`src/common/backend_pkg.sv`:
```
`default_nettype none

package backend_pkg;

    typedef logic [31:0] bus32_t;
    typedef logic [4:0]  reg_addr_t;
    typedef logic [5:0]  dmem_addr_t;

    localparam int DMEM_WORDS = 64;

    // stage order matches the pause and flush vectors
    localparam int PIPE_WIDTH     = 5;
    localparam int STAGE_DECODE   = 0;
    localparam int STAGE_DISPATCH = 1;
    localparam int STAGE_EXECUTE  = 2;
    localparam int STAGE_MEM      = 3;
    localparam int STAGE_WB       = 4;

    // 3R type, bits 31:15
    localparam logic [16:0] OPC_ADD_W = 17'h00020;
    localparam logic [16:0] OPC_SUB_W = 17'h00022;
    localparam logic [16:0] OPC_SLT   = 17'h00024;
    localparam logic [16:0] OPC_AND   = 17'h00029;
    localparam logic [16:0] OPC_OR    = 17'h0002a;
    localparam logic [16:0] OPC_XOR   = 17'h0002b;
    // 2RI12 type, bits 31:22
    localparam logic [9:0]  OPC_ADDI_W = 10'h00a;
    localparam logic [9:0]  OPC_LD_W   = 10'h0a2;
    localparam logic [9:0]  OPC_ST_W   = 10'h0a6;
    // 2RI16 type, bits 31:26
    localparam logic [5:0]  OPC_BEQ = 6'h16;
    localparam logic [5:0]  OPC_BNE = 6'h17;
    // bits 31:10, with rj zero
    localparam logic [21:0] OPC_RDCNTVL_W = 22'h000018;

    typedef enum logic [2:0] {
        ALU_ADD,
        ALU_SUB,
        ALU_AND,
        ALU_OR,
        ALU_XOR,
        ALU_SLT,
        ALU_NONE
    } alu_op_t;

    typedef enum logic [1:0] {
        MEM_NONE,
        MEM_LOAD,
        MEM_STORE
    } mem_op_t;

    typedef struct packed {
        logic      valid;
        bus32_t    pc;
        alu_op_t   alu_op;
        mem_op_t   mem_op;
        logic      is_branch;
        logic      branch_ne;
        logic      is_cnt;
        reg_addr_t rj;
        reg_addr_t rk_or_rd;
        reg_addr_t rd;
        logic      reg_we;
        bus32_t    imm;
        logic      use_imm;
    } id_dispatch_t;

    typedef struct packed {
        id_dispatch_t op;
        bus32_t       src1;
        bus32_t       src2;
    } dispatch_ex_t;

    typedef struct packed {
        logic      valid;
        bus32_t    pc;
        reg_addr_t rd;
        logic      reg_we;
        bus32_t    result;
        mem_op_t   mem_op;
        bus32_t    store_data;
    } ex_mem_t;

    typedef struct packed {
        logic      valid;
        bus32_t    pc;
        reg_addr_t rd;
        logic      reg_we;
        bus32_t    wdata;
    } mem_wb_t;

    typedef struct packed {
        logic      valid;
        reg_addr_t rd;
        bus32_t    data;
        logic      is_load;
    } push_forward_t;

    typedef struct packed {
        logic      valid;
        bus32_t    pc;
        reg_addr_t rd;
        logic      we;
        bus32_t    wdata;
    } commit_t;

endpackage

`default_nettype wire

```
`src/logic/wb.sv`:
```
`default_nettype none

module wb (
    input  wire logic                  clk,
    input  wire logic                  arst_n_i,
    input  wire logic                  flush_i,
    input  wire logic                  pause_i,
    input  wire backend_pkg::mem_wb_t  wb_i,
    output backend_pkg::push_forward_t wb_pf_o,
    output logic                       rf_we_o,
    output backend_pkg::reg_addr_t     rf_waddr_o,
    output backend_pkg::bus32_t        rf_wdata_o,
    output backend_pkg::commit_t       commit_o
);
    import backend_pkg::*;

    mem_wb_t wb_q;

    always_ff @(posedge clk or negedge arst_n_i) begin
        if (!arst_n_i) begin
            wb_q <= '0;
        end else if (flush_i) begin
            wb_q.valid <= 1'b0;
        end else if (!pause_i) begin
            wb_q <= wb_i;
        end
    end

    assign rf_we_o    = wb_q.valid && wb_q.reg_we;
    assign rf_waddr_o = wb_q.rd;
    assign rf_wdata_o = wb_q.wdata;

    // the op entering wb forwards here, the one in wb_q goes through regfile write-through
    assign wb_pf_o = '{
        valid:   wb_i.valid && wb_i.reg_we,
        rd:      wb_i.rd,
        data:    wb_i.wdata,
        is_load: 1'b0
    };

    // non-writing ops retire with zero data
    assign commit_o = '{
        valid: wb_q.valid,
        pc:    wb_q.pc,
        rd:    wb_q.rd,
        we:    rf_we_o,
        wdata: rf_we_o ? wb_q.wdata : '0
    };

endmodule

`default_nettype wire

```
`config.mk`:
```
export PLATFORM = sky130hd
export DESIGN_NAME = wb
export DESIGN_NICKNAME = d
export VERILOG_FILES = /design/src/common/backend_pkg.sv /design/src/logic/wb.sv
export SDC_FILE = /design/constraint.sdc
export NUM_CORES = 1
export LEC_CHECK = 0
export CORE_MARGIN = 2
export CORE_UTILIZATION = 50
export DETAILED_ROUTE_END_ITERATION = 10
export DONT_BUFFER_PORTS = 1
export HOLD_SLACK_MARGIN = 0.03
export PLACE_DENSITY_LB_ADDON = 0.05
export RECOVER_POWER = 50
export SETUP_SLACK_MARGIN = 0.2
export SKIP_LAST_GASP = 1
export SLEW_MARGIN = 20
export SYNTH_ARGS = -nofsm -noshare
export SYNTH_HDL_FRONTEND = slang
export SYNTH_SLANG_ARGS = --single-unit
```
`constraint.sdc`:
```
create_clock -name clk -period 1.1 [get_ports clk]
set_input_delay 0.22 -clock clk [delete_from_list [all_inputs] [get_ports clk]]
set_output_delay 0.22 -clock clk [all_outputs]
set_load 0.02 [all_outputs]
```
[Word level (Yosys, flattened, before mapping)]
Index checks and enable logic that the tools add are counted.
Word-level totals
  flip-flop bits (word level): 71
  output and inout bits: 148
Operators by class
  equality and inequality tests: 1
  mux-type cells: 3
  bitwise logic cells: 2
  reduce and logical (&&, ||, !) cells: 3
Operator list (count)
  $mux 71: 1
  $mux 32: 1
  $logic_and 1x1->1: 2
  $ne 2x2->1 const B: 1
  $not 1->1: 2
  $reduce_and 2->1: 1
  $mux 1: 1

[Depth between registers and ports, before layout]
  depth after elaboration: 2
  gate-level depth with buffers: 3

[Worst setup path after synthesis]
No wires, ideal clock.
  kind: reg-to-output
  start point: reg wb_q, in the netlist commit_o[70]
  end point: out commit_o[32] in the netlist's numbering
  data arrival time: 1065 ps
  path slack: -185 ps
  stages on the path, launching flop included: 4
  path buffers: 2
  path through: dfrtp_1 > clkbuf_1 > and2_1 > buf_4
On the way
  word-level cells in the longest chain between the ends: 1
RTL lines
  start: declaration: line wb.sv:17  | mem_wb_t wb_q;
  start signal: assignment: line wb.sv:25  | wb_q <= wb_i;
  $logic_and 1x1->1: line wb.sv:29  | assign rf_we_o = wb_q.valid && wb_q.reg_we;
  end: declaration: line wb.sv:13  | output backend_pkg::commit_t commit_o
No other way between the ends.

==> reports/results.txt <==
Outcome = finished with violations
Failing checks = negative hold slack, negative setup slack
Largest net degree at the start of global routing = 72
Finished Layout Cells = 431
CTS tree = yes
First-iteration detailed-routing DRC count = 42
Initial antenna violation count = 1
Worst Setup Path Type = reg -> out
Final setup vio count = 74
Via count of the routed design = 2186
Clock buffers created by TritonCTS = 9
Final Max Tran Viols = 0
Detailed placer's ending HPWL = 4.90 mm
Post-cts hold buffer count = 71
Standby leakage power = 2.30 nW
Power per unit of standard cell area = 1640 nW/um^2
Ports placed on the boundary = 223
Buffer levels on the longest clock path = 2
Share of the cycle needed by the critical path after routing = 1.29
Top achievable clock speed = 705 MHz
Setup ws final = -0.318 ns
Cell area after synthesis = 3790 um^2
Fraction of power spent switching nets = 0.294
GRT overflow = 0
Number of storage elements in the synthesis netlist = 71
Top fanout value on the critical path = 14
Via count of the first global-routing pass = 2321
Worst supply voltage drop on vdd = 0.759 mV
Chip width = 91.1 um
Relative contribution of the clock network to total power = 0.301
CP required = 0.88 ns
Input/output buffers = 0
Die span in y = 91.1 um
CTS Root Buffer Type = clkbuf_8
Arrival @ worst endpoint = 1.20 ns
Placed cell count = 322
Layout-stage area growth over the synthesis result = 35.1%
Mean instance size in the synthesized netlist = 12.4 um^2
Class of the worst hold path = in -> async
Clock transition at path regs = 0.08 ns
Fraction of layout cells with a size suffix above 1 = 0.663
Launching element type of the critical path = flop
Drt total wl = 9.01 mm
Total number of H-tree levels = 3
Net count reported at finish = 402
Number of distinct library cells after synthesis = 13
Setup crit end kind = output port
Number of clock sinks = 71
Top cell type's share of synthesized area = 0.468
Syn Nets = 381
Detail-routed via count per cell = 5.07
MaxCap Viol Count = 0
Mapped Cells = 306
Area enclosed by the die boundary = 8300 um^2
Routed wire per std cell = 20.9 um
Hold Violations, Final = 71
Detail Route Antenna Nets = 0
Global-route wire length before repair = 13.0 mm
Total chip power = 0.00842 W
Worst Hold Slack = -0.437 ns
Drt first pass iters = 4
Final RePlAce weighted congestion = 0.741
Initial Utilization = 0.520
Core area = 7290 um^2
Synthesis Warnings = 0
Time the worst path needs with I/O delays and setup = 1.42 ns
Post-Route Skew = 0 ns
Post-route DRC = 0
Cell types occupying the most area after synthesis = dfrtp_1, buf_4, mux2_2
Part of the power in combinational logic = 0.268
TNS Setup = -11.17 ns
Diode count = 0
Reported net switching power = 0.00247 W
GRT Total Usage = 0.202
Later-pin clock latency in the skew report = 0.33 ns
Post-synthesis sequential area ratio = 0.468
Pint = 0.00594 W
Part of the power in registers = 0.431
Row count = 31
Yosys top cell by area = dfrtp_1
Setup repair after global routing missed its margin = yes
==> registers in the layout, indices dropped and copies added (netlist names) <==
signal	cells
commit_o	33
rf_wdata_o	32
rf_waddr_o	5
wb_q	1
==> path summary, 6_finish.rpt <==
kind                            slack [ns]           from             to  depth (start not counted)
max in group asynchronous             1.42       arst_n_i       wb_q[32]                          0
worst min register to register        0.56  rf_waddr_o[2]  rf_waddr_o[2]                          1
worst min-delay path                 -0.44       arst_n_i   commit_o[45]                          0
worst max-delay path                 -0.32       wb_q[32]   commit_o[19]                          2
min in group clk                      0.08       wb_i[70]   commit_o[70]                          2
worst max register to register        0.06       wb_q[32]       wb_q[32]                          2
==> synth_stat cells <==
cell type    n
and2_1       2
conb_1       1
mux2i_1      1
mux2_2      64
and3_1      32
mux2_4       3
nor2_1       1
dfrtp_1     71
buf_4      114
mux2_1       3
nor2_4       1
clkbuf_1     6
clkbuf_8     7
==> per-layer routing <==
| metal | share of wire | track usage | vias to the layer above |
|---|---|---|---|
| li1 | - | - | 948 |
| met4 | 0.011 | 0.0568 | 2 |
| met2 | 0.54 | 0.351 | 115 |
| met3 | 0.064 | 0.0705 | 8 |
| met5 | 0.0019 | 0 | - |
| met1 | 0.39 | 0.236 | 1113 |
==> final cells by class <==
type	instances	area [um^2]
clock inverter	7	120
fill	510	2170
multi-input combinational	108	1460
clock buffer	9	124
timing repair buffer	137	1480
tap	99	124
sequential	71	1820
==> power groups by stage <==
stage / logic (W) / registers, W / clock network (W)
floorplan: 0.00218 / 0.00323 / 0
global placement: 0.00157 / 0.00355 / 0
detailed placement: 0.00160 / 0.00356 / 0
CTS: 0.00202 / 0.00359 / 0.00261
global route: 0.00235 / 0.00368 / 0.00272
finish: 0.00225 / 0.00363 / 0.00253
==> cell usage in the layout, fill, tap and decap left out, types with 3 or more instances in the layout <==
cell type      Yosys  final
dfrtp_2            0     34
buf_6              0     51
and3_4             0     32
bufinv_16          0      3
dfrtp_1           71     37
buf_12             0      4
mux2_4             3     70
dlygate4sd3_1      0     71
buf_4            114      9
clkbuf_8           7      9
==> per-stage QoR <==
step | worst slack [ns] | utilization | instance area (um^2)
global route | -0.382 | 0.703 | 5120
detailed placement | -0.0521 | 0.495 | 3610
CTS | -0.333 | 0.664 | 4840
finish | -0.318 | 0.703 | 5120
floorplan | 0.00575 | - | 4100
global placement | -0.0266 | 0.495 | 3610
==> timing repair <==
action	in CTS	in global routing
endpoints found under the hold margin	142	71
cloned	0	2
setup buffers	9	11
pin swaps	0	1
gates resized for setup	78	42
endpoints found under the setup margin	111	120
==> critical path, cell delays in order (launching register included) <==
cell       delay [ns]
dfrtp_2          0.43
clkbuf_16        0.20
and3_4           0.23
==> kinds of logic after synthesis <==
| kind of cell | after synthesis | synth area share |
|---|---|---|
| DFF | 71 | 0.468 |
| muxes | 71 | 0.213 |
| and+or+nand+nor | 36 | 0.0600 |
| buffers and inverters | 127 | 0.257 |
| other | 1 | 0.000989 |
(Power assumes the default switching activity.)
