==> src/common/backend_pkg.sv <==
`default_nettype none

package backend_pkg;

    typedef logic [31:0] bus32_t;
    typedef logic [4:0]  reg_addr_t;
    typedef logic [5:0]  dmem_addr_t;

    localparam int DMEM_WORDS = 64;

    // stage order matches the pause and flush vectors
    localparam int PIPE_WIDTH     = 5;
    localparam int STAGE_DECODE   = 0;
    localparam int STAGE_DISPATCH = 1;
    localparam int STAGE_EXECUTE  = 2;
    localparam int STAGE_MEM      = 3;
    localparam int STAGE_WB       = 4;

    // 3R type, bits 31:15
    localparam logic [16:0] OPC_ADD_W = 17'h00020;
    localparam logic [16:0] OPC_SUB_W = 17'h00022;
    localparam logic [16:0] OPC_SLT   = 17'h00024;
    localparam logic [16:0] OPC_AND   = 17'h00029;
    localparam logic [16:0] OPC_OR    = 17'h0002a;
    localparam logic [16:0] OPC_XOR   = 17'h0002b;
    // 2RI12 type, bits 31:22
    localparam logic [9:0]  OPC_ADDI_W = 10'h00a;
    localparam logic [9:0]  OPC_LD_W   = 10'h0a2;
    localparam logic [9:0]  OPC_ST_W   = 10'h0a6;
    // 2RI16 type, bits 31:26
    localparam logic [5:0]  OPC_BEQ = 6'h16;
    localparam logic [5:0]  OPC_BNE = 6'h17;
    // bits 31:10, with rj zero
    localparam logic [21:0] OPC_RDCNTVL_W = 22'h000018;

    typedef enum logic [2:0] {
        ALU_ADD,
        ALU_SUB,
        ALU_AND,
        ALU_OR,
        ALU_XOR,
        ALU_SLT,
        ALU_NONE
    } alu_op_t;

    typedef enum logic [1:0] {
        MEM_NONE,
        MEM_LOAD,
        MEM_STORE
    } mem_op_t;

    typedef struct packed {
        logic      valid;
        bus32_t    pc;
        alu_op_t   alu_op;
        mem_op_t   mem_op;
        logic      is_branch;
        logic      branch_ne;
        logic      is_cnt;
        reg_addr_t rj;
        reg_addr_t rk_or_rd;
        reg_addr_t rd;
        logic      reg_we;
        bus32_t    imm;
        logic      use_imm;
    } id_dispatch_t;

    typedef struct packed {
        id_dispatch_t op;
        bus32_t       src1;
        bus32_t       src2;
    } dispatch_ex_t;

    typedef struct packed {
        logic      valid;
        bus32_t    pc;
        reg_addr_t rd;
        logic      reg_we;
        bus32_t    result;
        mem_op_t   mem_op;
        bus32_t    store_data;
    } ex_mem_t;

    typedef struct packed {
        logic      valid;
        bus32_t    pc;
        reg_addr_t rd;
        logic      reg_we;
        bus32_t    wdata;
    } mem_wb_t;

    typedef struct packed {
        logic      valid;
        reg_addr_t rd;
        bus32_t    data;
        logic      is_load;
    } push_forward_t;

    typedef struct packed {
        logic      valid;
        bus32_t    pc;
        reg_addr_t rd;
        logic      we;
        bus32_t    wdata;
    } commit_t;

endpackage

`default_nettype wire

==> src/logic/mem.sv <==
`default_nettype none

module mem (
    input  wire logic                   clk,
    input  wire logic                   arst_n_i,
    input  wire logic                   flush_i,
    input  wire logic                   pause_i,
    input  wire backend_pkg::ex_mem_t   mem_i,
    output backend_pkg::push_forward_t  mem_pf_o,
    output backend_pkg::mem_wb_t        wb_o
);
    import backend_pkg::*;

    bus32_t     dmem [DMEM_WORDS];
    dmem_addr_t word_addr;
    bus32_t     load_data;
    mem_wb_t    wb_d;

    assign word_addr = mem_i.result[7:2];
    assign load_data = dmem[word_addr];

    // scratchpad starts cleared
    always_ff @(posedge clk or negedge arst_n_i) begin
        if (!arst_n_i) begin
            for (int i = 0; i < DMEM_WORDS; i++) begin
                dmem[i] <= '0;
            end
        end else if (mem_i.valid && mem_i.mem_op == MEM_STORE && !pause_i && !flush_i) begin
            dmem[word_addr] <= mem_i.store_data;
        end
    end

    assign wb_d = '{
        valid:  mem_i.valid,
        pc:     mem_i.pc,
        rd:     mem_i.rd,
        reg_we: mem_i.reg_we,
        wdata:  (mem_i.mem_op == MEM_LOAD) ? load_data : mem_i.result
    };

    assign mem_pf_o = '{
        valid:   mem_i.valid && mem_i.reg_we,
        rd:      mem_i.rd,
        data:    wb_d.wdata,
        is_load: mem_i.mem_op == MEM_LOAD
    };

    always_ff @(posedge clk or negedge arst_n_i) begin
        if (!arst_n_i) begin
            wb_o <= '0;
        end else if (flush_i) begin
            wb_o.valid <= 1'b0;
        end else if (!pause_i) begin
            wb_o <= wb_d;
        end
    end

endmodule

`default_nettype wire

==> config.mk <==
export PLATFORM = sky130hd
export DESIGN_NAME = mem
export DESIGN_NICKNAME = d
export VERILOG_FILES = /design/src/common/backend_pkg.sv /design/src/logic/mem.sv
export SDC_FILE = /design/constraint.sdc
export NUM_CORES = 2
export LEC_CHECK = 0
export BUFFER_PORTS_ARGS = -buffer_cell sky130_fd_sc_hd__buf_4
export CAP_MARGIN = 20
export CORE_MARGIN = 3
export CORE_UTILIZATION = 30
export CTS_CLUSTER_SIZE = 12
export DETAILED_ROUTE_END_ITERATION = 7
export SYNTH_ARGS = -nofsm -noshare
export SYNTH_HDL_FRONTEND = slang
export SYNTH_SLANG_ARGS = --single-unit
==> constraint.sdc <==
create_clock -name clk -period 2 [get_ports clk]
set_input_delay 0 -clock clk [delete_from_list [all_inputs] [get_ports clk]]
set_output_delay 0 -clock clk [all_outputs]
set_load 0.01 [all_outputs]
== Word-level counts from Yosys, hierarchy flattened ==
Cells that the tools add are included.

* $add $sub $neg: 0
* Multiply operators: 0
* Div/mod/pow operators: 0
* Order comparisons: 2
* Equal/unequal tests: 3
* Shift-type cells: 0
* Muxes and demuxes: 9
* Bitwise gates (word level): 3
* Reduce and logical (&&, ||, !) cells: 8

{| class="wikitable"
|+ Operator list
! operator !! number
|-
| bitwise mux 2048 bit || 1
|-
| binary-select mux 32 bit (select 6 bit) || 1
|-
| demux 32 bit (select 6 bit) || 1
|-
| two-way mux 32 bit || 4
|-
| two-way mux 71 bit || 1
|-
| >= comparator 7 bit, second input constant || 1
|-
| less-than comparator 7 x 1 -> 1 bit, second input constant || 1
|-
| NOT 6 -> 7 bit || 1
|-
| logical AND 1 bit || 5
|-
| equality test 2 x 1 -> 1 bit, second input constant || 1
|-
| equality test 2 bit, second input constant || 1
|-
| zero test 1 bit || 2
|-
| inequality test 2 bit, second input constant || 1
|-
| NOT 1 bit || 2
|-
| AND reduction 2 bit || 1
|-
| two-way mux 1 bit || 1
|}

* Flip-flop bits (word level): 2119
* Bits in latches: 0
* RAM bits: 0
* ROM bits: 0
* Input port bits: 109
* Output and inout port bits: 110
* Memories: 0

== Depth between registers and ports, before layout ==
* Word-level depth: 7
* Depth in mapped cells: 12
* Mapped depth without buffers: 7

== Worst setup path before layout ==
No wires, ideal clock.

* Path kind: reg-to-reg
* Start: register dmem[789] (netlist bit)
* End: register wb_o[21] (netlist bit)
* Data arrival time: 2.058 ns
* Setup slack: -0.183 ns
* Cell stages (with the launch flop): 8
* Path buffers: 0
* Clock period less this slack: 2.183 ns
* Path through: dfrtp_1 -> mux2_2 -> a221o_1 -> a221o_1 -> a22oi_1 -> o211ai_1 -> o32a_1 -> mux2_2

{| class="wikitable"
|+ RTL lines
! what !! line !! RTL
|-
| start: declaration || mem.sv:14 || <nowiki>bus32_t dmem [DMEM_WORDS];</nowiki>
|-
| start signal: indexed assignment || mem.sv:29 || <nowiki>dmem[word_addr] <= mem_i.store_data;</nowiki>
|-
| end signal: assignment || mem.sv:54 || <nowiki>wb_o <= wb_d;</nowiki>
|-
| end: declaration || mem.sv:10 || <nowiki>output backend_pkg::mem_wb_t wb_o</nowiki>
|}

==> flow_summary.ini <==
[status]
status = finished, violations left
violations = negative setup slack

[finish]
mostFrequentLayoutCells = dfrtp_1, mux2_2, buf_4, buf_12, mux2i_1
area_growth_pct = 25.3
fin_util_pct = 37.8
fillers = 29671
final_common_cell = dfrtp_1
nets = 7661
drive_gt1_share_pct = 51.6

[global_route]
first_global_vias = 69888
grt_max_degree = 120
grt_first_pass_wirelength_um = 540000
grt_overflow = 0
track_usage_pct = 22.9
antenna_found_initial = 20

[setup_path]
r2r-start = dmem[853]
arrival_ns = 3.39
crit_start = dmem[853]
worstPathMaxFanout = 2
r2r_slack_ns = -0.62
worst_setup_path_end_kind = output pin
required_ns = 2.00
start_kind = flip-flop
worstSetupPathType = flip-flop to output pin

[hold_path]
hold_path_class = input port to asynchronous set/reset pin

[sta]
fin_crit_ns = 3.39
fmax_mhz = 295
slew_violations = 0
fin_ws_ns = -1.39
finalCritPeriodShare_pct = 170
finalSetupViolations = 62
rsz0062_at_grt = yes
fin_skew_ns = 0.0848
hold_viol = 0
worst_pin_slew_ns = 0.896
slew_headroom_pct = 40.1

[yosys]
synth_cell_types = 66
netlist_area_um2 = 96200
synth_top_area_cell = dfrtp_1
ys.flop_type = dfrtp_1
syn-mean-instance-area_um2 = 14.2
ys_seq_area_share_pct = 55.1
synth_edf_count = 0
syn_nets = 6904
ys_ff_latch = 2119
synth.area.top_cells = dfrtp_1, mux2_2, mux4_2, mux2i_1, a221oi_1
yosysWarnings = 0
netlist_instances = 6795
synth_top_area_share_pct = 55.1
synthArstFlopShare_pct = 100

[routing]
totalWireLength_um = 383000
drc = 0
firstDrtPassIters = 6
vias_per_cell = 5.67
drt_iter0_markers = 7106
vias = 67414
routedWlPerCell_um = 32.2
antenna_left = 0

[place]
post-dp-hpwl_um = 247000
place_ws_ns = -1.38
io_buffers = 218
routabilityCongestion = 0.888

[clocking]
root_buffer = clkbuf_16
cts_tree = built
cts_buffer_depth = 4
cts_buffers = 224
clk_pin_slew_ns = 0.06
cts_sinks = 2119
cts.htree.levels = 4
clk_latency_ns = 0.92

[power_and_ir_drop]
p_leak_nw = 56.5
irDropWorstVdd_mv = 0.699
power.density_nw_per_um2 = 772

[floorplan]
die_y_um = 572
rows = 207
initial_core_util_pct = 30.2
die-area_um2 = 327000
die_w_um = 572
ios = 219
core_area_um2 = 319000

[job]
cap_viol_max_count = 0
[flip-flops by register name, indices dropped and copies added (netlist names)]
signal	flops
wb_o	71
dmem	2048
[area by class of cell]
class,count,area (um^2),area share [%]
clock buffer,340,6480,5.38
tap,4180,5230,4.34
sequential,2119,53000,44.0
clock inverter,35,367,0.304
antenna,10,25.0,0.0208
timing repair buffer,1251,13500,11.2
inverter,5,32.5,0.0270
multi-input combinational,3951,41800,34.7
[worst max-delay path, stage by stage (launching register included)]
cell and delay (ns):
dfrtp_1 0.39, mux2_4 0.28, a221o_1 0.37, a221o_1 0.37, a22oi_2 0.21, o211ai_1 0.17, o32a_1 0.42, buf_4 0.17
buf_6 0.11
[power breakdown]
part | total [mW] | switching [mW] | leakage, nW | internal [mW]
clock network | 40.3 | 17.7 | 3.35 | 22.6
logic | 8.61 | 5.24 | 23.7 | 3.36
registers | 44.1 | 0.456 | 29.4 | 43.7
[metrics by stage]
| step | setup TNS (ns) | hold slack (ns) | instance area (um^2) | power (mW) | std cells |
|---|---|---|---|---|---|
| CTS | -40.01 | 0.0248 | 120000 | 93.4 | 11872 |
| global route | -42.82 | 0.0495 | 121000 | 95.7 | 11883 |
| global placement | -1049.75 | -0.00724 | 110000 | 52.5 | 11303 |
| floorplan | -0.565 | -0.296 | 96400 | 48.0 | 6795 |
| detailed placement | -1077.51 | -0.0107 | 110000 | 52.7 | 11304 |
| finish | -39.32 | 0.0572 | 121000 | 93.0 | 11891 |
[synthesized netlist by cell type (19+ instances only)]
master and count:
nand2_1 224, o21ai_0 96, o221ai_1 19, a21oi_1 88, nor2_1 155, dfrtp_1 2119
a22oi_1 120, mux2_1 45, buf_4 102, a31oi_1 30, mux2_2 2137, mux2i_1 257
o22ai_1 122, a22o_1 39, a221o_1 41, a221oi_1 195, mux4_2 189, clkbuf_1 298
nand3_1 24, buf_1 61, buf_2 250
[cell families (layout without fill, tap and decap cells)]
| kind of cell | Yosys count | after routing | synth area share [%] |
|---|---|---|---|
| compound gates | 855 | 855 | 6.56 |
| other cells | 0 | 10 | 0 |
| mux | 2628 | 2628 | 32.6 |
| flops | 2119 | 2119 | 55.1 |
| simple gates | 468 | 468 | 2.04 |
| buf+inv | 725 | 1631 | 3.62 |
[per-layer routing]
layer  global-route usage, %  routed length [um]  vias to the layer above
met2                    35.8              174000                     3205
li1                        -                   -                    26699
met1                    29.5              153000                    36429
met3                    5.37               32900                     1065
met5                       0                 108                        -
met4                    11.7               23200                       16
[final timing paths]
check / to / cells past startpoint
max in group asynchronous: dmem[338] / 3
min in group clk: wb_o[1] / 4
hold / removal: dmem[442] / 3
setup reg to reg: wb_o[21] / 7
hold reg to reg: dmem[65] / 1
setup / recovery: mem_pf_o[22] / 8
[what timing repair did]
item / 4_1_cts / 5_1_grt
setup buffers: 7 / 11
resized for setup: 250 / 77
gates cloned: 0 / 1
setup endpoints to repair: 67 / 105
hold buffers: 194 / 0
hold endpoints to repair: 4238 / 0
pin swaps: 102 / 49
Note: power is estimated with default switching activity, not from simulation.
