**src/common/backend_pkg.sv**
```systemverilog
`default_nettype none

package backend_pkg;

    typedef logic [31:0] bus32_t;
    typedef logic [4:0]  reg_addr_t;
    typedef logic [5:0]  dmem_addr_t;

    localparam int DMEM_WORDS = 64;

    // stage order matches the pause and flush vectors
    localparam int PIPE_WIDTH     = 5;
    localparam int STAGE_DECODE   = 0;
    localparam int STAGE_DISPATCH = 1;
    localparam int STAGE_EXECUTE  = 2;
    localparam int STAGE_MEM      = 3;
    localparam int STAGE_WB       = 4;

    // 3R type, bits 31:15
    localparam logic [16:0] OPC_ADD_W = 17'h00020;
    localparam logic [16:0] OPC_SUB_W = 17'h00022;
    localparam logic [16:0] OPC_SLT   = 17'h00024;
    localparam logic [16:0] OPC_AND   = 17'h00029;
    localparam logic [16:0] OPC_OR    = 17'h0002a;
    localparam logic [16:0] OPC_XOR   = 17'h0002b;
    // 2RI12 type, bits 31:22
    localparam logic [9:0]  OPC_ADDI_W = 10'h00a;
    localparam logic [9:0]  OPC_LD_W   = 10'h0a2;
    localparam logic [9:0]  OPC_ST_W   = 10'h0a6;
    // 2RI16 type, bits 31:26
    localparam logic [5:0]  OPC_BEQ = 6'h16;
    localparam logic [5:0]  OPC_BNE = 6'h17;
    // bits 31:10, with rj zero
    localparam logic [21:0] OPC_RDCNTVL_W = 22'h000018;

    typedef enum logic [2:0] {
        ALU_ADD,
        ALU_SUB,
        ALU_AND,
        ALU_OR,
        ALU_XOR,
        ALU_SLT,
        ALU_NONE
    } alu_op_t;

    typedef enum logic [1:0] {
        MEM_NONE,
        MEM_LOAD,
        MEM_STORE
    } mem_op_t;

    typedef struct packed {
        logic      valid;
        bus32_t    pc;
        alu_op_t   alu_op;
        mem_op_t   mem_op;
        logic      is_branch;
        logic      branch_ne;
        logic      is_cnt;
        reg_addr_t rj;
        reg_addr_t rk_or_rd;
        reg_addr_t rd;
        logic      reg_we;
        bus32_t    imm;
        logic      use_imm;
    } id_dispatch_t;

    typedef struct packed {
        id_dispatch_t op;
        bus32_t       src1;
        bus32_t       src2;
    } dispatch_ex_t;

    typedef struct packed {
        logic      valid;
        bus32_t    pc;
        reg_addr_t rd;
        logic      reg_we;
        bus32_t    result;
        mem_op_t   mem_op;
        bus32_t    store_data;
    } ex_mem_t;

    typedef struct packed {
        logic      valid;
        bus32_t    pc;
        reg_addr_t rd;
        logic      reg_we;
        bus32_t    wdata;
    } mem_wb_t;

    typedef struct packed {
        logic      valid;
        reg_addr_t rd;
        bus32_t    data;
        logic      is_load;
    } push_forward_t;

    typedef struct packed {
        logic      valid;
        bus32_t    pc;
        reg_addr_t rd;
        logic      we;
        bus32_t    wdata;
    } commit_t;

endpackage

`default_nettype wire

```
**src/logic/regfile.sv**
```systemverilog
`default_nettype none

module regfile (
    input  wire logic                   clk,
    input  wire logic                   arst_n_i,
    input  wire backend_pkg::reg_addr_t raddr1_i,
    input  wire backend_pkg::reg_addr_t raddr2_i,
    output backend_pkg::bus32_t         rdata1_o,
    output backend_pkg::bus32_t         rdata2_o,
    input  wire logic                   we_i,
    input  wire backend_pkg::reg_addr_t waddr_i,
    input  wire backend_pkg::bus32_t    wdata_i
);
    import backend_pkg::*;

    bus32_t regs [32];

    always_ff @(posedge clk or negedge arst_n_i) begin
        if (!arst_n_i) begin
            for (int i = 0; i < 32; i++) begin
                regs[i] <= '0;
            end
        end else if (we_i && waddr_i != '0) begin
            regs[waddr_i] <= wdata_i;
        end
    end

    // write-through on a same-cycle hit
    function automatic bus32_t read_port(input reg_addr_t addr);
        if (addr == '0) begin
            return '0;
        end
        if (we_i && waddr_i == addr) begin
            return wdata_i;
        end
        return regs[addr];
    endfunction

    always_comb begin
        rdata1_o = read_port(raddr1_i);
        rdata2_o = read_port(raddr2_i);
    end

endmodule

`default_nettype wire

```
**config.mk**
```make
export PLATFORM = sky130hd
export DESIGN_NAME = regfile
export DESIGN_NICKNAME = d
export VERILOG_FILES = /design/src/common/backend_pkg.sv /design/src/logic/regfile.sv
export SDC_FILE = /design/constraint.sdc
export NUM_CORES = 2
export LEC_CHECK = 0
export BUFFER_PORTS_ARGS = -buffer_cell sky130_fd_sc_hd__clkbuf_2
export CELL_PAD_IN_SITES_DETAIL_PLACEMENT = 0
export CELL_PAD_IN_SITES_GLOBAL_PLACEMENT = 1
export CORE_ASPECT_RATIO = 1.75
export CORE_MARGIN = 2
export CORE_UTILIZATION = 37
export CTS_CLUSTER_DIAMETER = 40
export DETAILED_ROUTE_END_ITERATION = 6
export PLACE_DENSITY_LB_ADDON = 0.1
export SYNTH_ARGS = -nofsm -noshare
export SYNTH_HDL_FRONTEND = slang
export SYNTH_SLANG_ARGS = --single-unit
export TNS_END_PERCENT = 20
```
**constraint.sdc**
```tcl
create_clock -name clk -period 2.6 [get_ports clk]
set_clock_uncertainty 0.15 [all_clocks]
set_input_delay 0.13 -clock clk [delete_from_list [all_inputs] [get_ports clk]]
set_output_delay 0.13 -clock clk [all_outputs]
set_load 0.03 [all_outputs]
```
# == Word-level counts from Yosys, hierarchy flattened ==
# Index checks and enable logic that the tools add are counted.
# classes
n_reduce_logical,7
mux,23
n_eq_ne,2
n_lt_le_gt_ge,4
n_bitwise,3
# ops
cell,count
bitwise mux 1024 bit,1
2-to-1 mux 32 bit,13
binary-select mux 32 bit (select 5 bit),2
demux 32 bit (select 5 bit),1
>= comparator 6 bit (second input constant),3
inverter 5 -> 6 bit,3
== test 5 bit,2
zero test 5 bit,2
less-than comparator 6 x 1 -> 1 bit (second input constant),1
2-to-1 mux 1 bit,6
nonzero test 5 bit,1
logical AND 1 bit,4
# totals
in_bits,50
word_cells,71
register_bits,1024
output_inout_bits,64

# == Depth between registers and ports, before layout ==
# logic_depth
ltp_word,6
ltp_mapped,9
depth_no_buf,5

# == Worst setup path after synthesis ==
# No wires, ideal clock.
# synth_path
kind,input -> output
from,input port raddr1_i[0]
to,output port rdata1_o[24]
required_time_ps,2320
cell_stages,9
setup_slack_ps,241
n_path_buf,5
arrival_ps,2079
path_cell_list,buf_6 buf_12 buf_12 buf_12 buf_12 mux2i_1 a2111oi_0 nor3_1 nor3_1
# synth_via
elab_chain_len,6
word_cells_on_any_way,13
classes_between,eq/ne (1); mux (9); bitwise (1); reduce/logical (2)
# synth_lines
item,line_no,source
start: declaration,regfile.sv:6,"input wire backend_pkg::reg_addr_t raddr1_i,"
inverter 5 -> 6 bit (implied by the code) or == test 5 bit (tied branches),"regfile.sv:36, regfile.sv:33",
binary-select mux 32 bit (select 5 bit) or logical AND 1 bit (tied branches),"regfile.sv:36, regfile.sv:33",
2-to-1 mux 32 bit (implied by the code) or 2-to-1 mux 1 bit (tied branches) (2 in a row),"regfile.sv:36, regfile.sv:33",
2-to-1 mux 32 bit,regfile.sv:36,return regs[addr];
2-to-1 mux 32 bit (*),regfile.sv:33,if (we_i && waddr_i == addr) begin
end: declaration,regfile.sv:8,"output backend_pkg::bus32_t rdata1_o,"
# Every way passes the cells marked *; elsewhere a longest branch is shown, timed or not. The select of a mux whose other input is x is not followed.

# == Worst setup path after layout ==
# layout_path
from,register regs[380] in the netlist's numbering
to,output port rdata2_o[28]
# layout_via
elab_chain_len,5
# layout_lines
item,line_no,source
start: declaration,regfile.sv:16,bus32_t regs [32];
start signal: indexed assignment,regfile.sv:24,regs[waddr_i] <= wdata_i;
binary-select mux 32 bit (select 5 bit),regfile.sv:36,
2-to-1 mux 32 bit (implied by the code) (2 in a row),regfile.sv:36,
2-to-1 mux 32 bit,regfile.sv:36,
2-to-1 mux 32 bit,regfile.sv:33,
end: declaration,regfile.sv:9,"output backend_pkg::bus32_t rdata2_o,"
# Every way passes these cells. The select of a mux whose other input is x is not followed.

==> run summary <==
Fmax achieved: 331.8 MHz
Worst-Skew Late Latency: 0.80 ns
Mapped Area: 55990 sq um
Worst Hold Depth: 2
Tmin final: 3.014 ns
Starting Density: 0.3731
Maximum capacitance violations: 0
Final hold vios: 0
Part of the power in registers: 0.388
Post-layout util: 0.4711
Mean cell area of the mapped netlist: 14.28 sq um
Min-delay worst type: in -> reg
WP data required: 2.32 ns
Clock Power Share: 0.387
Largest area contributor in the netlist: dfrtp_1
Setup TNS: -16.85 ns
Via count: 39400
Drt pass-1 iters: 5
Crit-path max FO: 3
Clock slew at reported path FFs: 0.07 ns
First-pass GRT wire length: 328.4 mm
I/O Pins: 114
Post-Synthesis Cells: 3920
Sink Count: 1024
Largest net degree at the start of global routing: 113
Layout cells sized above 1: 0.6047
Hold_ws: 0.02403 ns
Cell Area, Placed: 63420 sq um
Cell area after layout: 70710 sq um
Slew headroom: 0.4608
Status: complete, but fails checks
Pwr Total: 0.05500 W
Core Rows: 188
Final GP Congestion: 0.8432
Residual DRC: 0
Post-Route WL: 233.3 mm
Root Driver: clkbuf_16
Top-area cell type share of the netlist area: 0.4577
# H-tree levels: 4
Seq cells post-synth: 1024
Number of DRC markers in iteration 0: 2698
Syn nets: 3970
Nets: 4443
DIE HEIGHT: 518.6 um
P_int: 0.03908 W
CTS tree: done
Distinct cell type count after synthesis: 63
Max VDD drop: 0.0007372 V
Tot GR Track Use: 0.3012
CP Class: reg -> out
Die span in x: 298.1 um
EDFF count, synth: 0
Sequential share of the synthesized area: 0.4577
Antenna viol nets, final: 0
Biggest register: regs
Number of global-route vias before repair: 42090
Crit path DAT: 2.73 ns
Worst R2R Path Depth: 2
Net Sw Frac: 0.2894
DR vias/cell: 6.056
Endpoint class of the critical path: output port
Comb pwr share: 0.226
Final WS setup: -0.4136 ns
Hpwl dp: 158.3 mm
Dominant synthesized flop cell: dfrtp_1
Filler cells: 13540
Core area: 150100 sq um
Fin crit share: 1.159
Async SR Flop Fraction: 1.000
Number of CTS-inserted buffers: 144
I/O Buffers: 113
Startpoint types: register
Least-Margin Pin Slew: 0.8059 ns
Max Slew Vio Count: 0
Synth top area cells: dfrtp_1 46%, mux2_2 22%, mux4_2 15%, mux2i_1 4.5%, clkbuf_1 1.3%
Most common cell after layout, fill and taps aside: mux2_2
Leakage: 30.79 nW
PwrDens: 777.9 nW/um^2
Initial antenna violation count: 15
Top Registers: regs: 1024 flops
Violated checks: negative setup slack
Ys Warns: 0
Remaining Overflow, GRT: 0
Area growth syn-to-layout: 26.28%
Max clock buf depth: 3
RSZ-0062 raised after global routing: true
Die area: 154600 sq um
Wire length per cell: 35.87 um
Net Sw Power: 0.01592 W
Max reg flops: 1024
Most frequent cells in the layout: 1104 x mux2_2, 1024 x dfrtp_1, 491 x buf_4
Setup violators final: 64
==> worst max-delay path, cell delays in order, from the launching register on <==
cell and delay (ns):
dfrtp_1 0.40, mux4_2 0.48, mux2i_2 0.23, a2111oi_2 0.11, nor3_2 0.27, nor3_2 0.11, buf_4 0.17, clkbuf_2 0.17
==> power groups by stage <==
stage          registers, W  clock network, W  logic, W
4_1_cts              0.0212            0.0217    0.0123
6_report             0.0213            0.0213    0.0124
3_3_place_gp         0.0214                 0    0.0114
2_1_floorplan        0.0206                 0   0.00774
5_1_grt              0.0217            0.0222    0.0131
3_5_place_dp         0.0215                 0    0.0115
==> through the flow <==
stage	instances	worst slack, ns
3_3_place_gp	6218	-0.5725
6_report	6506	-0.4136
2_1_floorplan	3920	0.2405
5_1_grt	6503	-0.5072
4_1_cts	6505	-0.5440
3_5_place_dp	6218	-0.4608
==> final timing paths <==
kind / slack, ns / start / endpoint
max: -0.41 / regs[380] / rdata2_o[28]
min: 0.02 / wdata_i[7] / regs[455]
max reg2reg: 1.55 / regs[513] / regs[513]
min reg2reg: 0.24 / regs[1007] / regs[1007]
max in group asynchronous: 0.91 / arst_n_i / regs[650]
min in group asynchronous: 0.34 / arst_n_i / regs[663]
==> metal layers <==
| metal | up-vias | track usage | share of wire |
|---|---|---|---|
| met5 | - | 0 | 0.000099 |
| met4 | 4 | 0.1476 | 0.059 |
| met3 | 518 | 0.04167 | 0.046 |
| met2 | 1304 | 0.5257 | 0.51 |
| met1 | 21480 | 0.3636 | 0.39 |
| li1 | 16090 | - | - |
==> what timing repair did <==
item,in CTS,in global routing
endpoints found under the setup margin,64,64
setup buffers,13,8
pin swaps,64,46
resized for setup,283,114
hold endpoints to repair,1619,0
hold buffers,29,0
==> logic make-up (layout without fill, tap and decap cells) <==
family	count (synthesis)	in the layout	synth area share
multiplexers	1721	1721	0.4140
XOR/XNOR	10	10	0.001564
AND/OR/NAND/NOR	347	347	0.03191
buffers and inverters	445	1030	0.04418
other	0	6	0
flip-flops	1024	1024	0.4577
AO/OA/AOI/OAI	373	373	0.05071
==> synth_stat cells (28+ instances only) <==
cell	n
nand2_1	48
buf_2	126
o22ai_1	107
clkbuf_1	188
mux2_2	1105
a21oi_1	28
buf_6	38
buf_1	37
a211oi_1	37
buf_4	29
dfrtp_1	1024
mux2i_1	250
a221oi_1	48
nor2_1	91
mux4_2	365
nor3_1	93
==> final cells by class <==
class | instances | area [sq um] | area share
clock buffers | 177 | 4016 | 0.05680
flip-flops and latches | 1024 | 25620 | 0.3624
clock inverters | 81 | 1099 | 0.01554
multi-input cells | 2451 | 29680 | 0.4198
well taps | 1995 | 2496 | 0.03530
diodes | 6 | 15.01 | 0.0002124
inverters | 10 | 37.54 | 0.0005309
repair buffers | 762 | 7737 | 0.1094
Note: power is estimated with default switching activity, not from simulation.
