===== config.mk =====
export PLATFORM = sky130hd
export DESIGN_NAME = dispatch
export DESIGN_NICKNAME = d
export VERILOG_FILES = /design/src/common/backend_pkg.sv /design/src/logic/dispatch.sv
export SDC_FILE = /design/constraint.sdc
export NUM_CORES = 1
export LEC_CHECK = 0
export BUFFER_PORTS_ARGS = -buffer_cell sky130_fd_sc_hd__buf_2
export CAP_MARGIN = 20
export CORE_AREA = 2 2 170 172
export DETAILED_ROUTE_END_ITERATION = 10
export DIE_AREA = 0 0 172 174
export HOLD_SLACK_MARGIN = 0.12
export PLACE_DENSITY = 0.59
export SETUP_SLACK_MARGIN = 0.4
export SYNTH_ARGS = -nofsm -noshare
export SYNTH_HDL_FRONTEND = slang
export SYNTH_SLANG_ARGS = --single-unit

===== constraint.sdc =====
create_clock -name clk -period 6.6 [get_ports clk]
set_clock_uncertainty 0.1 [all_clocks]
set_input_delay 1.65 -clock clk [delete_from_list [all_inputs] [get_ports clk]]
set_output_delay 1.65 -clock clk [all_outputs]
set_load 0.03 [all_outputs]

===== src/common/backend_pkg.sv =====
`default_nettype none

package backend_pkg;

    typedef logic [31:0] bus32_t;
    typedef logic [4:0]  reg_addr_t;
    typedef logic [5:0]  dmem_addr_t;

    localparam int DMEM_WORDS = 64;

    // stage order matches the pause and flush vectors
    localparam int PIPE_WIDTH     = 5;
    localparam int STAGE_DECODE   = 0;
    localparam int STAGE_DISPATCH = 1;
    localparam int STAGE_EXECUTE  = 2;
    localparam int STAGE_MEM      = 3;
    localparam int STAGE_WB       = 4;

    // 3R type, bits 31:15
    localparam logic [16:0] OPC_ADD_W = 17'h00020;
    localparam logic [16:0] OPC_SUB_W = 17'h00022;
    localparam logic [16:0] OPC_SLT   = 17'h00024;
    localparam logic [16:0] OPC_AND   = 17'h00029;
    localparam logic [16:0] OPC_OR    = 17'h0002a;
    localparam logic [16:0] OPC_XOR   = 17'h0002b;
    // 2RI12 type, bits 31:22
    localparam logic [9:0]  OPC_ADDI_W = 10'h00a;
    localparam logic [9:0]  OPC_LD_W   = 10'h0a2;
    localparam logic [9:0]  OPC_ST_W   = 10'h0a6;
    // 2RI16 type, bits 31:26
    localparam logic [5:0]  OPC_BEQ = 6'h16;
    localparam logic [5:0]  OPC_BNE = 6'h17;
    // bits 31:10, with rj zero
    localparam logic [21:0] OPC_RDCNTVL_W = 22'h000018;

    typedef enum logic [2:0] {
        ALU_ADD,
        ALU_SUB,
        ALU_AND,
        ALU_OR,
        ALU_XOR,
        ALU_SLT,
        ALU_NONE
    } alu_op_t;

    typedef enum logic [1:0] {
        MEM_NONE,
        MEM_LOAD,
        MEM_STORE
    } mem_op_t;

    typedef struct packed {
        logic      valid;
        bus32_t    pc;
        alu_op_t   alu_op;
        mem_op_t   mem_op;
        logic      is_branch;
        logic      branch_ne;
        logic      is_cnt;
        reg_addr_t rj;
        reg_addr_t rk_or_rd;
        reg_addr_t rd;
        logic      reg_we;
        bus32_t    imm;
        logic      use_imm;
    } id_dispatch_t;

    typedef struct packed {
        id_dispatch_t op;
        bus32_t       src1;
        bus32_t       src2;
    } dispatch_ex_t;

    typedef struct packed {
        logic      valid;
        bus32_t    pc;
        reg_addr_t rd;
        logic      reg_we;
        bus32_t    result;
        mem_op_t   mem_op;
        bus32_t    store_data;
    } ex_mem_t;

    typedef struct packed {
        logic      valid;
        bus32_t    pc;
        reg_addr_t rd;
        logic      reg_we;
        bus32_t    wdata;
    } mem_wb_t;

    typedef struct packed {
        logic      valid;
        reg_addr_t rd;
        bus32_t    data;
        logic      is_load;
    } push_forward_t;

    typedef struct packed {
        logic      valid;
        bus32_t    pc;
        reg_addr_t rd;
        logic      we;
        bus32_t    wdata;
    } commit_t;

endpackage

`default_nettype wire


===== src/logic/dispatch.sv =====
`default_nettype none

module dispatch (
    input  wire logic                      clk,
    input  wire logic                      arst_n_i,
    input  wire logic                      flush_i,
    input  wire logic                      pause_i,
    input  wire backend_pkg::id_dispatch_t dispatch_i,
    input  wire backend_pkg::push_forward_t ex_pf_i,
    input  wire backend_pkg::push_forward_t mem_pf_i,
    input  wire backend_pkg::push_forward_t wb_pf_i,
    output backend_pkg::reg_addr_t         rf_raddr1_o,
    output backend_pkg::reg_addr_t         rf_raddr2_o,
    input  wire backend_pkg::bus32_t       rf_rdata1_i,
    input  wire backend_pkg::bus32_t       rf_rdata2_i,
    output logic                           load_use_o,
    output backend_pkg::dispatch_ex_t      ex_o
);
    import backend_pkg::*;

    bus32_t src1;
    bus32_t src2;
    bus32_t src2_reg;

    // youngest producer wins
    function automatic bus32_t resolve(input reg_addr_t addr, input bus32_t rf_data,
                                       input push_forward_t ex_pf,
                                       input push_forward_t mem_pf,
                                       input push_forward_t wb_pf);
        bus32_t data;
        data = rf_data;
        if (addr != '0) begin
            if (ex_pf.valid && ex_pf.rd == addr) begin
                data = ex_pf.data;
            end else if (mem_pf.valid && mem_pf.rd == addr) begin
                data = mem_pf.data;
            end else if (wb_pf.valid && wb_pf.rd == addr) begin
                data = wb_pf.data;
            end
        end
        return data;
    endfunction

    assign rf_raddr1_o = dispatch_i.rj;
    assign rf_raddr2_o = dispatch_i.rk_or_rd;

    assign src1     = resolve(dispatch_i.rj, rf_rdata1_i, ex_pf_i, mem_pf_i, wb_pf_i);
    assign src2_reg = resolve(dispatch_i.rk_or_rd, rf_rdata2_i, ex_pf_i, mem_pf_i, wb_pf_i);
    assign src2     = dispatch_i.use_imm ? dispatch_i.imm : src2_reg;

    // load data only exists one stage later
    assign load_use_o = dispatch_i.valid && ex_pf_i.valid && ex_pf_i.is_load &&
                        (ex_pf_i.rd == dispatch_i.rj || ex_pf_i.rd == dispatch_i.rk_or_rd);

    always_ff @(posedge clk or negedge arst_n_i) begin
        if (!arst_n_i) begin
            ex_o <= '0;
        end else if (flush_i) begin
            ex_o.op.valid <= 1'b0;
        end else if (!pause_i) begin
            ex_o.op   <= dispatch_i;
            ex_o.src1 <= src1;
            ex_o.src2 <= src2;
        end
    end

endmodule

`default_nettype wire


# Yosys cells after proc, flatten, opt, wreduce, memory -nomap -nowiden
# Index checks and enable logic that the tools add are counted.
# totals
register_bits	154
latchBits	0
ram_bits	0
mem_bits_ro	0
in_bits	275
out_inout_bits	165
word_cells	48
mem_count	0
# op_classes
add_sub_neg	0
n_mul	0
n_div	0
n_lt_le_gt_ge	0
n_eq_ne	7
shifts	0
mux	11
n_bitwise	2
n_reduce_logical	13
# ops
op	count
2-to-1 mux 32 bit	9
2-to-1 mux 154 bit	1
equality test 5 bit	6
nonzero test 5 bit	2
logical AND 1 bit	9
!= test 2 bit (second input constant)	1
NOT 1 bit	2
AND reduction 2 bit	1
logical OR 1 bit	1
2-to-1 mux 1 bit	1

# Logic depth before layout (Yosys ltp)
# logic_depth
depth_word	9
depth_mapped	8
depth_no_buf	5

# Worst setup path after synthesis
# Ideal clock, no wire load.
# synth_timing
kind	input to output
from	input port dispatch_i[44] in the netlist's numbering
to	output port load_use_o
arrival_ns	3.286
t_required_ns	4.850
slack_ns	1.564
cell_stages	7
path_buffers	3
cell_sequence	buf_2 > xnor2_1 > nand4_1 > or2_2 > buf_2 > clkbuf_1 > a21oi_1
# synth_via
elab_chain_len	3
# synth_rtl
element	line	text
start: declaration	dispatch.sv:8	input wire backend_pkg::id_dispatch_t dispatch_i,
equality test 5 bit	dispatch.sv:53	(ex_pf_i.rd == dispatch_i.rj || ex_pf_i.rd == dispatch_i.rk_or_rd);
logical OR 1 bit	dispatch.sv:53	
logical AND 1 bit	dispatch.sv:52	assign load_use_o = dispatch_i.valid && ex_pf_i.valid && ex_pf_i.is_load &&
end: declaration	dispatch.sv:16	output logic load_use_o,
# Every way passes these cells.

# Worst setup path after layout
# layout_timing
from	input port dispatch_i[40] in the netlist's numbering
to	output port load_use_o
# The elaborated chain is that of the path after synthesis.

==> results_dict.tcl <==
set metrics [dict create \
    drt-pass1-iter-count 6 \
    drcViolationCount 0 \
    gpl.final_weighted_congestion 0.923 \
    postRouteWirelength_mm 46.4 \
    number_of_inserted_filler_cells_in_the_final_layout 2966 \
    fp.dieW_microns 172 \
    report.final.slew_viol_count 0 \
    cp.arrival_ns 3.47 \
    hold_path.class "register to register" \
    path_cells "buf_2, xor2_1, nor4_1, nand3_2, buf_4, a21oi_1, buf_2" \
    global_route.overflow_total 0 \
    max-vdd-ir-drop_mv 0.147 \
    reg2reg_to "ex_o[24]" \
    floorplan.core_area_sq_mm 0.0282 \
    layout-drive-gt1-share_pct 30.7 \
    max_cap_viol_count 0 \
    postSynthNetCount 1555 \
    power.density_cell_area_mw_per_mm2 243 \
    worst_hold_path.num_cells 2 \
    finalSetupViolCount 0 \
    postSynth.topFlopCell "dfrtp_1" \
    worst_path_max_delay_cell "nor4_1" \
    numPlacedInstances 1999 \
    overall_via_count_from_detail_route 11311 \
    worstPathRequired_ns 4.85 \
    synth.area.top_cells "dfrtp_1 39%, nand2_1 12%, o21ai_0 7.1%" \
    synth.avg_cell_area_sq_um 7.63 \
    synth_seq_area_share_pct 39.5 \
    grt_first_pass_wirelength_mm 68.3 \
    synth-edff-count 0 \
    starting_density_of_the_core_pct 34.6 \
    yosys_warnings 0 \
    cpMostUsedCell "buf_2" \
    cts_hold_buf 0 \
    cts_htree_levels 4 \
    worstRegToRegCells 5 \
    critPathKind "primary input to primary output" \
    synth.cell_area_sq_mm 0.00976 \
    post-synth-top-area-fraction_pct 39.5 \
    postCtsResizedCells 0 \
    layout-area-overhead-vs-synth_pct 30.2 \
    largest_registers "ex_o x154" \
    final_hold_viol_count 0 \
    cts_buffers 17 \
    grt_pass1_vias 11010 \
    layout_commonest_cell "buf_2" \
    fmax_mhz 192 \
    synth_cells 1280 \
    r2r_setup_slack_ns 5.25 \
    largest_register_ffs 154 \
    power_leakage_uw 0.00638 \
    worstMarginPinSlew_ns 1.10 \
    placement_setup_slack_ns 1.46 \
    reg2reg_from "ex_o[24]" \
    port_buffers 437 \
    synth_top_area_cell "dfrtp_1" \
    postSynthRegisterBits 154 \
    critPathLaunchType "primary input" \
    rsz0062_at_grt "false" \
    cp_max_fo 33 \
    finish.cell_count_without_fillers 2036 \
    synth_cell_types 32 \
    drt-vias-per-instance 5.56 \
    cts.repair_timing.setup_buffer_count 0 \
    design.final.nets 1909 \
    design.portCount 440 \
    worst_hold_startpoint "ex_o[124]" \
    dieArea_sq_mm 0.0299 \
    hold_slack_ns 0.371 \
    timing.critical_path.to_type "primary output" \
    dp_hpwl_mm 31.9 \
    initial_antenna_violation_count 9 \
    cts_tree "done" \
    relSlewSlack_pct 26.8 \
    clk_latency_ns 0.45 \
    status "finished clean" \
    clkSlewWorstSetupHoldPaths_ns 0.07 \
    detail_route.iter0.violations 1061 \
    setup_tns_after_final_layout_ns 0 \
    die_h_microns 174 \
    grt_max_degree 77 \
    worst_slack_ns 1.38 \
    clockBufferDepth 2 \
    power_total_uw 3090 \
    commonest_cells_after_routing_fill_and_taps_aside "436 x buf_2, 303 x nand2_1, 154 x dfrtp_1, 138 x o21ai_0" \
    wire_per_inst_microns 22.8 \
    final.min_clock_period_ns 5.22 \
    worstHoldEndpoint "ex_o[124]" \
    async_reset_ff_share_pct 100 \
    number_of_placement_rows 62 \
    cts.sinks 154 \
    registers.top_by_ff_count "ex_o" \
    final_cycle_utilization_of_the_critical_path_pct 79.1 \
    drtAntennaViolNets 0 \
    globalRouteTotalUtil_pct 30.4 \
    cts_root_buffer "clkbuf_16" \
    crit_path_max_incr_delay_ns 0.46 \
]
[where the power goes]
group	total (uW)	internal, uW	switching [uW]	leakage [uW]
registers	1110	1060	58.6	0.00186
clock network	1060	573	490	0.000291
logic	916	279	637	0.00423
[metal layers]
metal,GRT usage (%),routed length (microns)
met1,40.7,19600
met2,48.2,21300
met3,6.65,4090
met4,10.8,1330
met5,0,40
[layout make-up]
class                   instances  area (sq um)  share of cell area, %
diodes                          5          12.5                 0.0984
clock buffers                  17           425                   3.35
clock inverters                15           179                   1.41
inverters                      32           120                  0.945
multi-input cells             968          5250                   41.3
flip-flops and latches        154          3850                   30.3
well taps                     384           480                   3.78
repair buffers                461          2400                   18.9
[metrics by stage]
stage / cell area (sq um) / util, %
after floorplan: 9760 / -
after global placement: 12100 / 42.9
after detailed placement: 12100 / 42.9
after CTS: 12700 / 45.0
after global routing: 12700 / 45.0
final: 12700 / 45.0
[logic make-up after synthesis]
| kind of cell | count (synthesis) | share of synthesized area, % |
|---|---|---|
| DFF | 154 | 39.5 |
| xor gates and xnor gates | 30 | 2.69 |
| buffers and inverters | 158 | 7.24 |
| AOI/OAI and AO/OA | 386 | 24.3 |
| and+or+nand+nor | 551 | 26.2 |
| muxes | 1 | 0.103 |
[worst max-delay path, delay by kind of cell]
family | cells | cell delay, ns
buffers and inverters | 3 | 0.71
XOR/XNOR | 1 | 0.15
AO/OA/AOI/OAI | 1 | 0.36
AND/OR/NAND/NOR | 2 | 0.57
[synthesized netlist by cell type (all sizes together), types with 33 or more instances]
master  count
nand2     303
o21ai     161
dfrtp     154
clkbuf     83
nor2       69
and3       66
a21oi      65
a211oi     64
buf        43
nor3       33
[how the worst max path moves through the flow]
stage              startpoint    endpoint
6_report       dispatch_i[40]  load_use_o
5_1_grt        dispatch_i[40]  load_use_o
4_1_cts        dispatch_i[40]  load_use_o
3_5_place_dp   dispatch_i[40]  load_use_o
3_3_place_gp   dispatch_i[40]  load_use_o
2_1_floorplan  dispatch_i[44]  load_use_o
Note: power is estimated with default switching activity, not from simulation.
